`config.mk`:
```
export PLATFORM = sky130hd
export DESIGN_NAME = rom_bank
export DESIGN_NICKNAME = d
export VERILOG_FILES = /design/src/rom_map_pkg.sv /design/src/sdram_bus_pkg.sv /design/src/rom_bank.sv /design/src/sdram_return.sv /design/src/slot_arbiter.sv /design/src/rom_slot.sv
export SDC_FILE = /design/constraint.sdc
export NUM_CORES = 1
export LEC_CHECK = 0
export BUFFER_PORTS_ARGS = -buffer_cell sky130_fd_sc_hd__clkbuf_2
export CAP_MARGIN = 15
export CORE_MARGIN = 8
export CORE_UTILIZATION = 55
export DETAILED_ROUTE_END_ITERATION = 7
export PLACE_DENSITY_LB_ADDON = 0.3
export SLEW_MARGIN = 5
export SYNTH_ARGS = -nofsm -noshare
export SYNTH_HDL_FRONTEND = slang
export SYNTH_SLANG_ARGS = --single-unit
export TNS_END_PERCENT = 5
```
`constraint.sdc`:
```
create_clock -name clk -period 2 [get_ports clk]
set_input_delay 0.3 -clock clk [delete_from_list [all_inputs] [get_ports clk]]
set_output_delay 0.3 -clock clk [all_outputs]
set_load 0.005 [all_outputs]
```
`src/rom_map_pkg.sv`:
```
// Four fixed client slots with 16-bit halfword addresses and offsets counted in halfwords
package rom_map_pkg;

    // Slot count must stay a power of two because the round-robin pointer wraps on its width
    localparam int NUM_SLOTS = 4;

    localparam int SLOT_AW = 16;   // Client halfword address
    localparam int SLOT_DW = 16;   // Client read data
    localparam int OFFSET_W = 22;  // Spans the whole ROM image

    // Slot index
    typedef logic [$clog2(NUM_SLOTS)-1:0] slot_id_t;

    // Start of each client region inside the downloaded ROM image.
    // Regions are laid out like the game's .rom file so the
    // download order needs no remapping.
    localparam logic [OFFSET_W-1:0] SLOT_OFFSET [NUM_SLOTS] = '{
        22'h0_0000,   // Main CPU code
        22'h2_0000,   // Sound CPU code
        22'h5_0000,   // Tile graphics
        22'h8_0000    // Object graphics
    };

endpackage
```
`src/sdram_bus_pkg.sv`:
```
// SDRAM side is 22-bit halfword addressed with 32-bit reads and a single outstanding transaction
package sdram_bus_pkg;

    import rom_map_pkg::*;

    localparam int SDRAM_AW = 22;            // Halfword address
    localparam int SDRAM_DW = 32;            // One read returns two halfwords
    localparam int WORD_AW  = SLOT_AW - 1;   // Client address without the halfword bit

    // Miss request from one slot to the arbiter
    typedef struct packed {
        logic               pending;     // High from the miss until the fill lands
        logic [WORD_AW-1:0] word_addr;
    } slot_req_t;

    // Read word broadcast from the return stage to every slot
    typedef struct packed {
        logic                valid;      // One-cycle pulse
        slot_id_t            slot;       // Slot that asked for this word
        logic [SDRAM_DW-1:0] data;
    } slot_fill_t;

endpackage

```
`src/rom_bank.sv`:
```
// Four 16-bit slots sharing one SDRAM read port. No refresh control and no download write path
module rom_bank
    import rom_map_pkg::*, sdram_bus_pkg::*;
(
    input  logic                 clk,
    input  logic                 reset,
    input  logic                 downloading,
    // Client slots
    input  logic [NUM_SLOTS-1:0] slot_cs,
    input  logic [SLOT_AW-1:0]   slot_addr [NUM_SLOTS],
    output logic [NUM_SLOTS-1:0] slot_ok,
    output logic [SLOT_DW-1:0]   slot_dout [NUM_SLOTS],
    // SDRAM read port
    output logic                 sdram_req,
    output logic [SDRAM_AW-1:0]  sdram_addr,
    input  logic                 sdram_ack,
    input  logic                 data_rdy,
    input  logic [SDRAM_DW-1:0]  data_read
);

    slot_req_t  reqs [NUM_SLOTS];
    slot_fill_t fill;
    slot_id_t   owner;

    sdram_return u_return (
        .clk         ( clk           ),
        .reset       ( reset         ),
        .data_rdy    ( data_rdy      ),
        .data_read   ( data_read     ),
        .owner       ( owner         ),
        .fill        ( fill          )
    );

    for (genvar i = 0; i < NUM_SLOTS; i++) begin : g_slot
        rom_slot u_slot (
            .clk         ( clk              ),
            .reset       ( reset            ),
            .downloading ( downloading      ),
            .cs          ( slot_cs[i]       ),
            .addr        ( slot_addr[i]     ),
            .slot_idx    ( slot_id_t'(i)    ),
            .fill        ( fill             ),
            .req         ( reqs[i]          ),
            .ok          ( slot_ok[i]       ),
            .dout        ( slot_dout[i]     )
        );
    end

    slot_arbiter u_arbiter (
        .clk         ( clk           ),
        .reset       ( reset         ),
        .downloading ( downloading   ),
        .reqs        ( reqs          ),
        .sdram_ack   ( sdram_ack     ),
        .data_rdy    ( data_rdy      ),
        .sdram_req   ( sdram_req     ),
        .sdram_addr  ( sdram_addr    ),
        .owner       ( owner         )
    );

endmodule

```
`src/sdram_return.sv`:
```
// Owner must stay stable from ack until data_rdy, which the arbiter guarantees
module sdram_return
    import rom_map_pkg::*, sdram_bus_pkg::*;
(
    input  logic                clk,
    input  logic                reset,
    input  logic                data_rdy,
    input  logic [SDRAM_DW-1:0] data_read,
    input  slot_id_t            owner,
    output slot_fill_t          fill
);

    // One-cycle fill pulse seen by all slots
    always_ff @(posedge clk) begin
        if (reset) begin
            fill.valid <= 1'b0;
        end else begin
            fill.valid <= data_rdy;
        end
        if (data_rdy) begin
            fill.slot <= owner;      // Tags the word for its slot
            fill.data <= data_read;
        end
    end

endmodule

```
`src/slot_arbiter.sv`:
```
// One SDRAM read at a time. A new grant waits for data_rdy and the fill cycle after it
module slot_arbiter
    import rom_map_pkg::*, sdram_bus_pkg::*;
(
    input  logic                clk,
    input  logic                reset,
    input  logic                downloading,
    input  slot_req_t           reqs [NUM_SLOTS],
    input  logic                sdram_ack,
    input  logic                data_rdy,
    output logic                sdram_req,
    output logic [SDRAM_AW-1:0] sdram_addr,
    output slot_id_t            owner
);

    typedef enum logic [1:0] {IDLE, REQ, BUSY, DRAIN} state_t;

    state_t   state;
    slot_id_t pick;
    logic     found;

    // Owner doubles as the pointer so the search starts just after the last slot served
    always_comb begin
        slot_id_t cand;
        pick  = owner;
        found = 1'b0;
        for (int k = NUM_SLOTS; k >= 1; k--) begin
            cand = slot_id_t'(int'(owner) + k);  // Wraps on the index width
            if (reqs[cand].pending) begin
                pick  = cand;
                found = 1'b1;
            end
        end
    end

    always_ff @(posedge clk) begin
        if (reset) begin
            state     <= IDLE;
            sdram_req <= 1'b0;
            owner     <= slot_id_t'(NUM_SLOTS - 1);  // Slot 0 goes first
        end else begin
            case (state)
                IDLE: if (found && !downloading) begin
                    owner     <= pick;
                    sdram_req <= 1'b1;
                    state     <= REQ;
                end
                REQ: if (sdram_ack) begin
                    sdram_req <= 1'b0;
                    state     <= BUSY;
                end
                BUSY: if (data_rdy) state <= DRAIN;
                // Owner still shows pending while its fill is in flight
                DRAIN: state <= IDLE;
                default: state <= IDLE;
            endcase
        end
    end

    // Frozen outside IDLE so the address holds until ack
    always_ff @(posedge clk) begin
        if (state == IDLE) begin
            sdram_addr <= SLOT_OFFSET[pick] + SDRAM_AW'({reqs[pick].word_addr, 1'b0});
        end
    end

endmodule

```
`src/rom_slot.sv`:
```
// Client must hold cs and addr until ok. A stale ok can follow for one cycle if addr moves early
module rom_slot
    import rom_map_pkg::*, sdram_bus_pkg::*;
(
    input  logic               clk,
    input  logic               reset,
    input  logic               downloading,
    input  logic               cs,
    input  logic [SLOT_AW-1:0] addr,
    input  slot_id_t           slot_idx,
    input  slot_fill_t         fill,
    output slot_req_t          req,
    output logic               ok,
    output logic [SLOT_DW-1:0] dout
);

    logic [WORD_AW-1:0]  tag;       // Word address of the cached word or of the pending miss
    logic                valid;
    logic                pending;
    logic [SDRAM_DW-1:0] word;
    logic [SDRAM_DW-1:0] src;       // Word the halfword is taken from
    logic                hit;
    logic                own_fill;
    logic                miss;

    assign hit      = cs && valid && (tag == addr[SLOT_AW-1:1]);
    assign own_fill = fill.valid && (fill.slot == slot_idx) && pending;
    assign miss     = cs && !hit && !pending;

    // Returned word is forwarded straight to dout
    assign src = own_fill ? fill.data : word;

    assign req.pending   = pending;
    assign req.word_addr = tag;

    always_ff @(posedge clk) begin
        if (reset) begin
            valid   <= 1'b0;
            pending <= 1'b0;
            ok      <= 1'b0;
        end else if (downloading) begin
            // ROM contents are changing so everything cached is dropped
            valid   <= 1'b0;
            pending <= pending && !own_fill;  // In-flight read is discarded
            ok      <= 1'b0;
        end else begin
            ok <= hit || (own_fill && cs);
            if (own_fill) begin
                valid   <= 1'b1;
                pending <= 1'b0;
            end else if (miss) begin
                valid   <= 1'b0;  // Tag now names the word being fetched
                pending <= 1'b1;
            end
        end
    end

    always_ff @(posedge clk) begin
        if (miss) begin
            tag <= addr[SLOT_AW-1:1];
        end
        if (own_fill) begin
            word <= fill.data;
        end
        if (hit || own_fill) begin
            // Even address reads the low half, odd the high half
            dout <= addr[0] ? src[2*SLOT_DW-1:SLOT_DW] : src[SLOT_DW-1:0];
        end
    end

endmodule

```
### Word level (Yosys, flattened, before mapping)

Cells that the tools add are included.

* add/subtract/negate cells: 5
* order comparisons: 5
* equality and inequality tests: 13
* multiplexer cells: 61
* bitwise gates (word level): 5
* reductions and logical operators: 69

Operators with widths (number)
* 2-to-1 mux 16 bit: 12
* binary-select mux 16 bit (select 2 bit): 5
* 2-to-1 mux 32 bit: 4
* equality test 15 bit: 4
* binary-select mux 22 bit (select 2 bit): 1
* 2-to-1 mux 22 bit: 2
* logical AND 1 bit: 33
* 2-to-1 mux 15 bit: 2
* 2-to-1 mux 1 bit: 26
* adder 22 x 16 -> 22 bit: 1
* >= comparator 3 bit (second input constant): 5
* NOT 2 -> 3 bit: 5
* 2-to-1 mux 2 bit: 7
* zero test 1 bit: 13
* nonzero test 3 bit: 4
* nonzero test 2 bit: 5
* equality test 2 bit (second input constant): 4
* logical OR 1 bit: 8
* one-hot mux 2 bit (4 select lines): 1
* AND reduction 3 bit: 2
* adder 2 x 1 -> 2 bit (second input constant): 2
* adder 2 bit (second input constant): 2
* equality test 2 x 1 -> 1 bit (second input constant): 2
* zero test 2 bit: 2
* 5 further kinds: 6

* register bits: 326
* bits of input ports: 105
* output and inout port bits: 91
* logic and storage cells: 189

### Logic depth before layout (Yosys ltp)

* word-level depth: 14
* mapped depth: 7
* mapped depth without buffers: 6

### Cells and area by module

A second synthesis with hierarchy kept.

* cell total of the unflattened synthesis: 785
* area total of the unflattened synthesis: 12477.0 um2

By module, submodules not included
* rom_slot: times used 4, cells an instance 157, area an instance 2493.6 um2, seq. area each 1631.6 um2
* slot_arbiter: times used 1, cells an instance 119, area an instance 1440.1 um2, seq. area each 640.6 um2
* sdram_return: times used 1, cells an instance 36, area an instance 1054.8 um2, seq. area each 1041.0 um2
* rom_bank: times used 1, cells an instance 2, area an instance 7.5 um2, seq. area each 0.0 um2

### Worst setup path after synthesis

OpenSTA, ideal clock, no wires.

* kind: reg2reg
* start point: register u_return.fill[33] (netlist name)
* end point: register g_slot[0].u_slot.dout[0] (enable)
* library setup time: 375 ps
* arrival: 1461 ps
* data required time: 1625 ps
* path slack: 165 ps
* cell stages (with the launch flop): 6
* buffers on the path: 2
* period minus slack after synthesis: 1835 ps
* path through: edfxtp_1 -> nor2b_1 -> and3b_1 -> buf_6 -> buf_6 -> nand2b_1

* cells in the longest elaborated chain, start to end: 4

RTL lines
* zero test 2 bit: RTL line rom_slot.sv:27 `assign own_fill = fill.valid && (fill.slot == slot_idx) && pending;`
* logical AND 1 bit (2 in series): RTL line rom_slot.sv:27
* logical OR 1 bit: RTL line rom_slot.sv:65 `if (hit || own_fill) begin`
* end signal, assigned: RTL line rom_slot.sv:67 `dout <= addr[0] ? src[2*SLOT_DW-1:SLOT_DW] : src[SLOT_DW-1:0];`
* end, declared: RTL line rom_slot.sv:14 `output logic [SLOT_DW-1:0] dout`

Every way passes these cells.
A chain may end at the register's enable or synchronous reset.

### Worst setup path in the final report

* start point: register g_slot[2].u_slot.tag[14]
* end point: register g_slot[2].u_slot.tag[13] (enable)

* cells in the longest elaborated chain, start to end: 5

RTL lines
* start, declared: RTL line rom_slot.sv:17 `logic [WORD_AW-1:0] tag;`
* start signal, assigned: RTL line rom_slot.sv:60 `tag <= addr[SLOT_AW-1:1];`
* equality test 15 bit: RTL line rom_slot.sv:26 `assign hit = cs && valid && (tag == addr[SLOT_AW-1:1]);`
* logical AND 1 bit: RTL line rom_slot.sv:26
* zero test 1 bit: RTL line rom_slot.sv:28 `assign miss = cs && !hit && !pending;`
* logical AND 1 bit (2 in series): RTL line rom_slot.sv:28
* named net g_slot[2].u_slot.miss: RTL line rom_slot.sv:24 `logic miss;`

The timed path passes the listed nets, and every way through them passes these cells.

==> summary.txt <==
Detailed routing
  – DR WL/cell: 19.48 µm
  – DRT Pass-1 Iters: 5
  – # DRC: 0
  – Routed vias: ~8,400
  – Post-DRT Antenna Nets: 0
  – Number of DRC markers in iteration 0: 774
  – Routed WL: 31,230 µm
  – Routed vias/inst: approximately 5.3

Power and ir drop
  – VDD IR-drop max: approximately 900 µV
  – Cell Int Power: 13.02 mW
  – PnR Total Power: 17.54 mW
  – Sw frac: 0.2576
  – Leak Pwr: 6.994 nW
  – NetSw: 4.520 mW
  – Clock power frac: 0.332
  – PwrDens: 1097 nW/µm²
  – Logic gate share of total power: 0.170
  – Flop pwr share: 0.498

Flow run
  – Max cap viols: 0

Clock tree
  – CTS Sinks: 322
  – Number of CTS-inserted buffers: 31
  – CTS tree: done
  – H-tree levels: 1
  – CTS clk-pin slew, worst paths: about 60 ps
  – Root buffer cell: clkbuf_16
  – Longest Clk Path Bufs: 3
  – Clk_lat worst skew: between 500 and 600 ps

STA
  – Slew @ Worst Pin: roughly 510 ps
  – RSZ-0062 raised after global routing: true
  – Fmax: between 500 and 600 MHz
  – Final Hold Fails: 0
  – Slew Viols, Final: 0
  – Tcrit/Tclk final: 0.9999
  – Clock period minus worst slack: ~2000 ps
  – Setup-failing EPs final: 0
  – Worst Skew: around 14 ps
  – TNS Setup: 0 ps
  – Max-slew headroom: 0.6567

GRT
  – First-pass GRT wire length: 48,870 µm
  – Gr ovfl total: 0
  – Total GRT Usage: 0.2219
  – Busiest layer in global routing: met2
  – Met2 Use GR: 0.3515
  – Largest net degree at the start of global routing: 37
  – Met3 GRT Util: 0.03756
  – Vias in the first global route: around 8,600
  – Met1 Use GR: 0.3049
  – Initial antenna violation count: 3

Critical path
  – CP Capture Type: register
  – Worst setup SP type: register
  – CP max stage cell: edfxtp_1
  – R2r startpoint: g_slot[2].u_slot.tag[14]
  – Most frequent CP cell: buf_4
  – Critical-path cell list: xor2_1, nor4_2, nand4_1, buf_4, and3_1, buf_4
  – Worst Reg-to-Reg Cells: 6
  – Worst-path maximum fanout: 10
  – R2r setup slk: roughly 0.16 ps
  – Critical path required time: about 2300 ps
  – Worst EP arrival: approximately 2300 ps
  – CP max stage delay: 450 ps
  – Critical path type: reg -> reg
  – Worst reg2reg endpoint: g_slot[2].u_slot.tag[13]

Synthesis
  – Syn Area/Cell: around 13 µm²
  – Synth unique cells: roughly 40
  – Mapped cell area: about 12,000 µm²
  – Post-synthesis sequential area ratio: 0.6612
  – Ys async rst share: 0
  – Top cells by area, synth: edfxtp_1 43%, dfxtp_1 24%, nand2_1 9.2%, mux2_2 6.3%, xor2_1 4.2%
  – Seq cells post-synth: between 300 and 400
  – Yosys warns: 0
  – Most frequent cell after synthesis: nand2_1
  – Post-synth top flop: edfxtp_1
  – Share of the synthesized area in the top cell type: 0.4257
  – Post-synth EDFFs: around 180
  – Synthesized instance count: 973
  – Synth area leader: edfxtp_1
  – Top cells by count, synth: 305 x nand2_1, 176 x edfxtp_1, 146 x dfxtp_1

Floorplanning
  – Boundary Pins: 196
  – Initial Util: 0.5534
  – Die area: 27,640 µm²
  – Core area: between 20,000 and 25,000 µm²
  – Cell Rows: 55
  – Vert. Die Dim: between 150 and 200 µm
  – Chip Width: 166.2 µm

Placement
  – Port buffer count: approximately 190
  – GPL Wtd Cong: 0.8564
  – DP HPWL: ~21,000 µm
  – Placed cells: ~1,400

Worst hold path
  – Worst hold path endpoint: g_slot[3].u_slot.ok
  – Min-delay worst type: in -> reg
  – Hold path depth: 3
  – Hold path startpoint: slot_cs[3]

Layout
  – # fillers: 1,438
  – Non-Filler Instances: approximately 1,600
  – Area Overhead vs Synth: 28.77%
  – Final #Nets: between 1,000 and 1,500
  – Layout cell share with drive strength beyond 1: 0.3054
  – Utilization after layout: 0.7126

Status
  – Outcome: completed
==> worst max-delay path: cells and delay by family, from the launching register on <==
family	cells	cell delay (ps)
XOR/XNOR	1	190
buffers and inverters	2	380
flip-flops	1	450
AND/OR/NAND/NOR	3	720
==> cells in the final DEF, fill, tap and decap left out, types with 27 or more instances in the layout <==
cell type / netlist / layout
buf_4: 10 / 27
clkbuf_16: 0 / 33
clkbuf_2: 0 / 192
dfxtp_1: 146 / 146
dlygate4sd3_1: 0 / 92
edfxtp_1: 176 / 176
mux2_2: 70 / 69
mux2_4: 26 / 27
mux2i_1: 47 / 47
nand2_1: 305 / 305
xor2_1: 60 / 60
==> kinds of logic after synthesis <==
logic type / synth area share
other: 0.0003021
XOR/XNOR: 0.04233
AO/OA/AOI/OAI: 0.01320
adder cells (fa/ha/maj): 0.004032
buffers and inverters: 0.02651
flip-flops: 0.6612
AND/OR/NAND/NOR: 0.1196
multiplexers: 0.1328
==> flip-flops by register name (all words and copies together) (netlist names) <==
signal and count:
g_slot.u_slot.ok 4, u_return.fill 35, g_slot.u_slot.dout 64, u_arbiter.owner 2
u_arbiter.sdram_req 1, g_slot.u_slot.tag 60, u_arbiter.sdram_addr 18, u_arbiter.state 2
g_slot.u_slot.pending 4, g_slot.u_slot.valid 4, g_slot.u_slot.word 128
==> power groups by stage <==
stage                     clock, mW  sequential (mW)  combinational, mW
after floorplan                   0             8.74               1.81
after CTS                      5.87             8.74               2.94
after global routing           6.18             8.84               3.28
final                          5.82             8.74               2.98
after global placement            0             8.84               2.66
after detailed placement          0             8.87               2.75
==> cell type report <==
| class | instances | area [µm²] | area share |
|---|---|---|---|
| Sequential cell | 322 | 8208 | 0.5134 |
| Inverter | 8 | 30.03 | 0.001878 |
| Antenna cell | 5 | 12.51 | 0.0007827 |
| Timing Repair Buffer | 326 | 2385 | 0.1492 |
| Multi-Input combinational cell | 599 | 3970 | 0.2483 |
| Clock buffer | 37 | 840.8 | 0.05259 |
| Tap cell | 285 | 356.6 | 0.02231 |
| Clock inverter | 21 | 183.9 | 0.01151 |
==> metal layers <==
| layer | vias to the layer above | share of wire |
|---|---|---|
| li1 | 3979 | - |
| met5 | - | 0 |
| met1 | 4059 | 0.44 |
| met2 | 335 | 0.47 |
| met4 | 0 | 0.025 |
| met3 | 47 | 0.063 |
==> how the worst max path moves through the flow <==
stage | from | end | cells past startpoint
floorplan | u_return.fill[33] | g_slot[0].u_slot.dout[0] | 5
global placement | g_slot[2].u_slot.tag[14] | g_slot[2].u_slot.tag[13] | 5
detailed placement | g_slot[2].u_slot.tag[14] | g_slot[2].u_slot.tag[10] | 5
CTS | u_return.fill[33] | g_slot[0].u_slot.dout[0] | 5
global route | g_slot[1].u_slot.tag[10] | g_slot[1].u_slot.tag[2] | 6
finish | g_slot[2].u_slot.tag[14] | g_slot[2].u_slot.tag[13] | 6
==> metrics by stage <==
stage	setup WS [ps]	hold slack, ps	cell area (µm²)
2_1_floorplan	164.5	398.9	12420
3_3_place_gp	-112.5	421.9	13960
3_5_place_dp	-103.5	429.5	13960
4_1_cts	18.77	4.223	15920
5_1_grt	-57.06	9.646	15980
6_report	0.1632	17.04	15990
==> timing repair <==
action,4_1_cts,5_1_grt
endpoints found under the hold margin,92,0
resized for setup,1,11
pin swaps,1,4
hold buffers,92,0
setup endpoints to repair,64,127
setup buffers,1,0
Note: power is estimated with default switching activity, not from simulation.
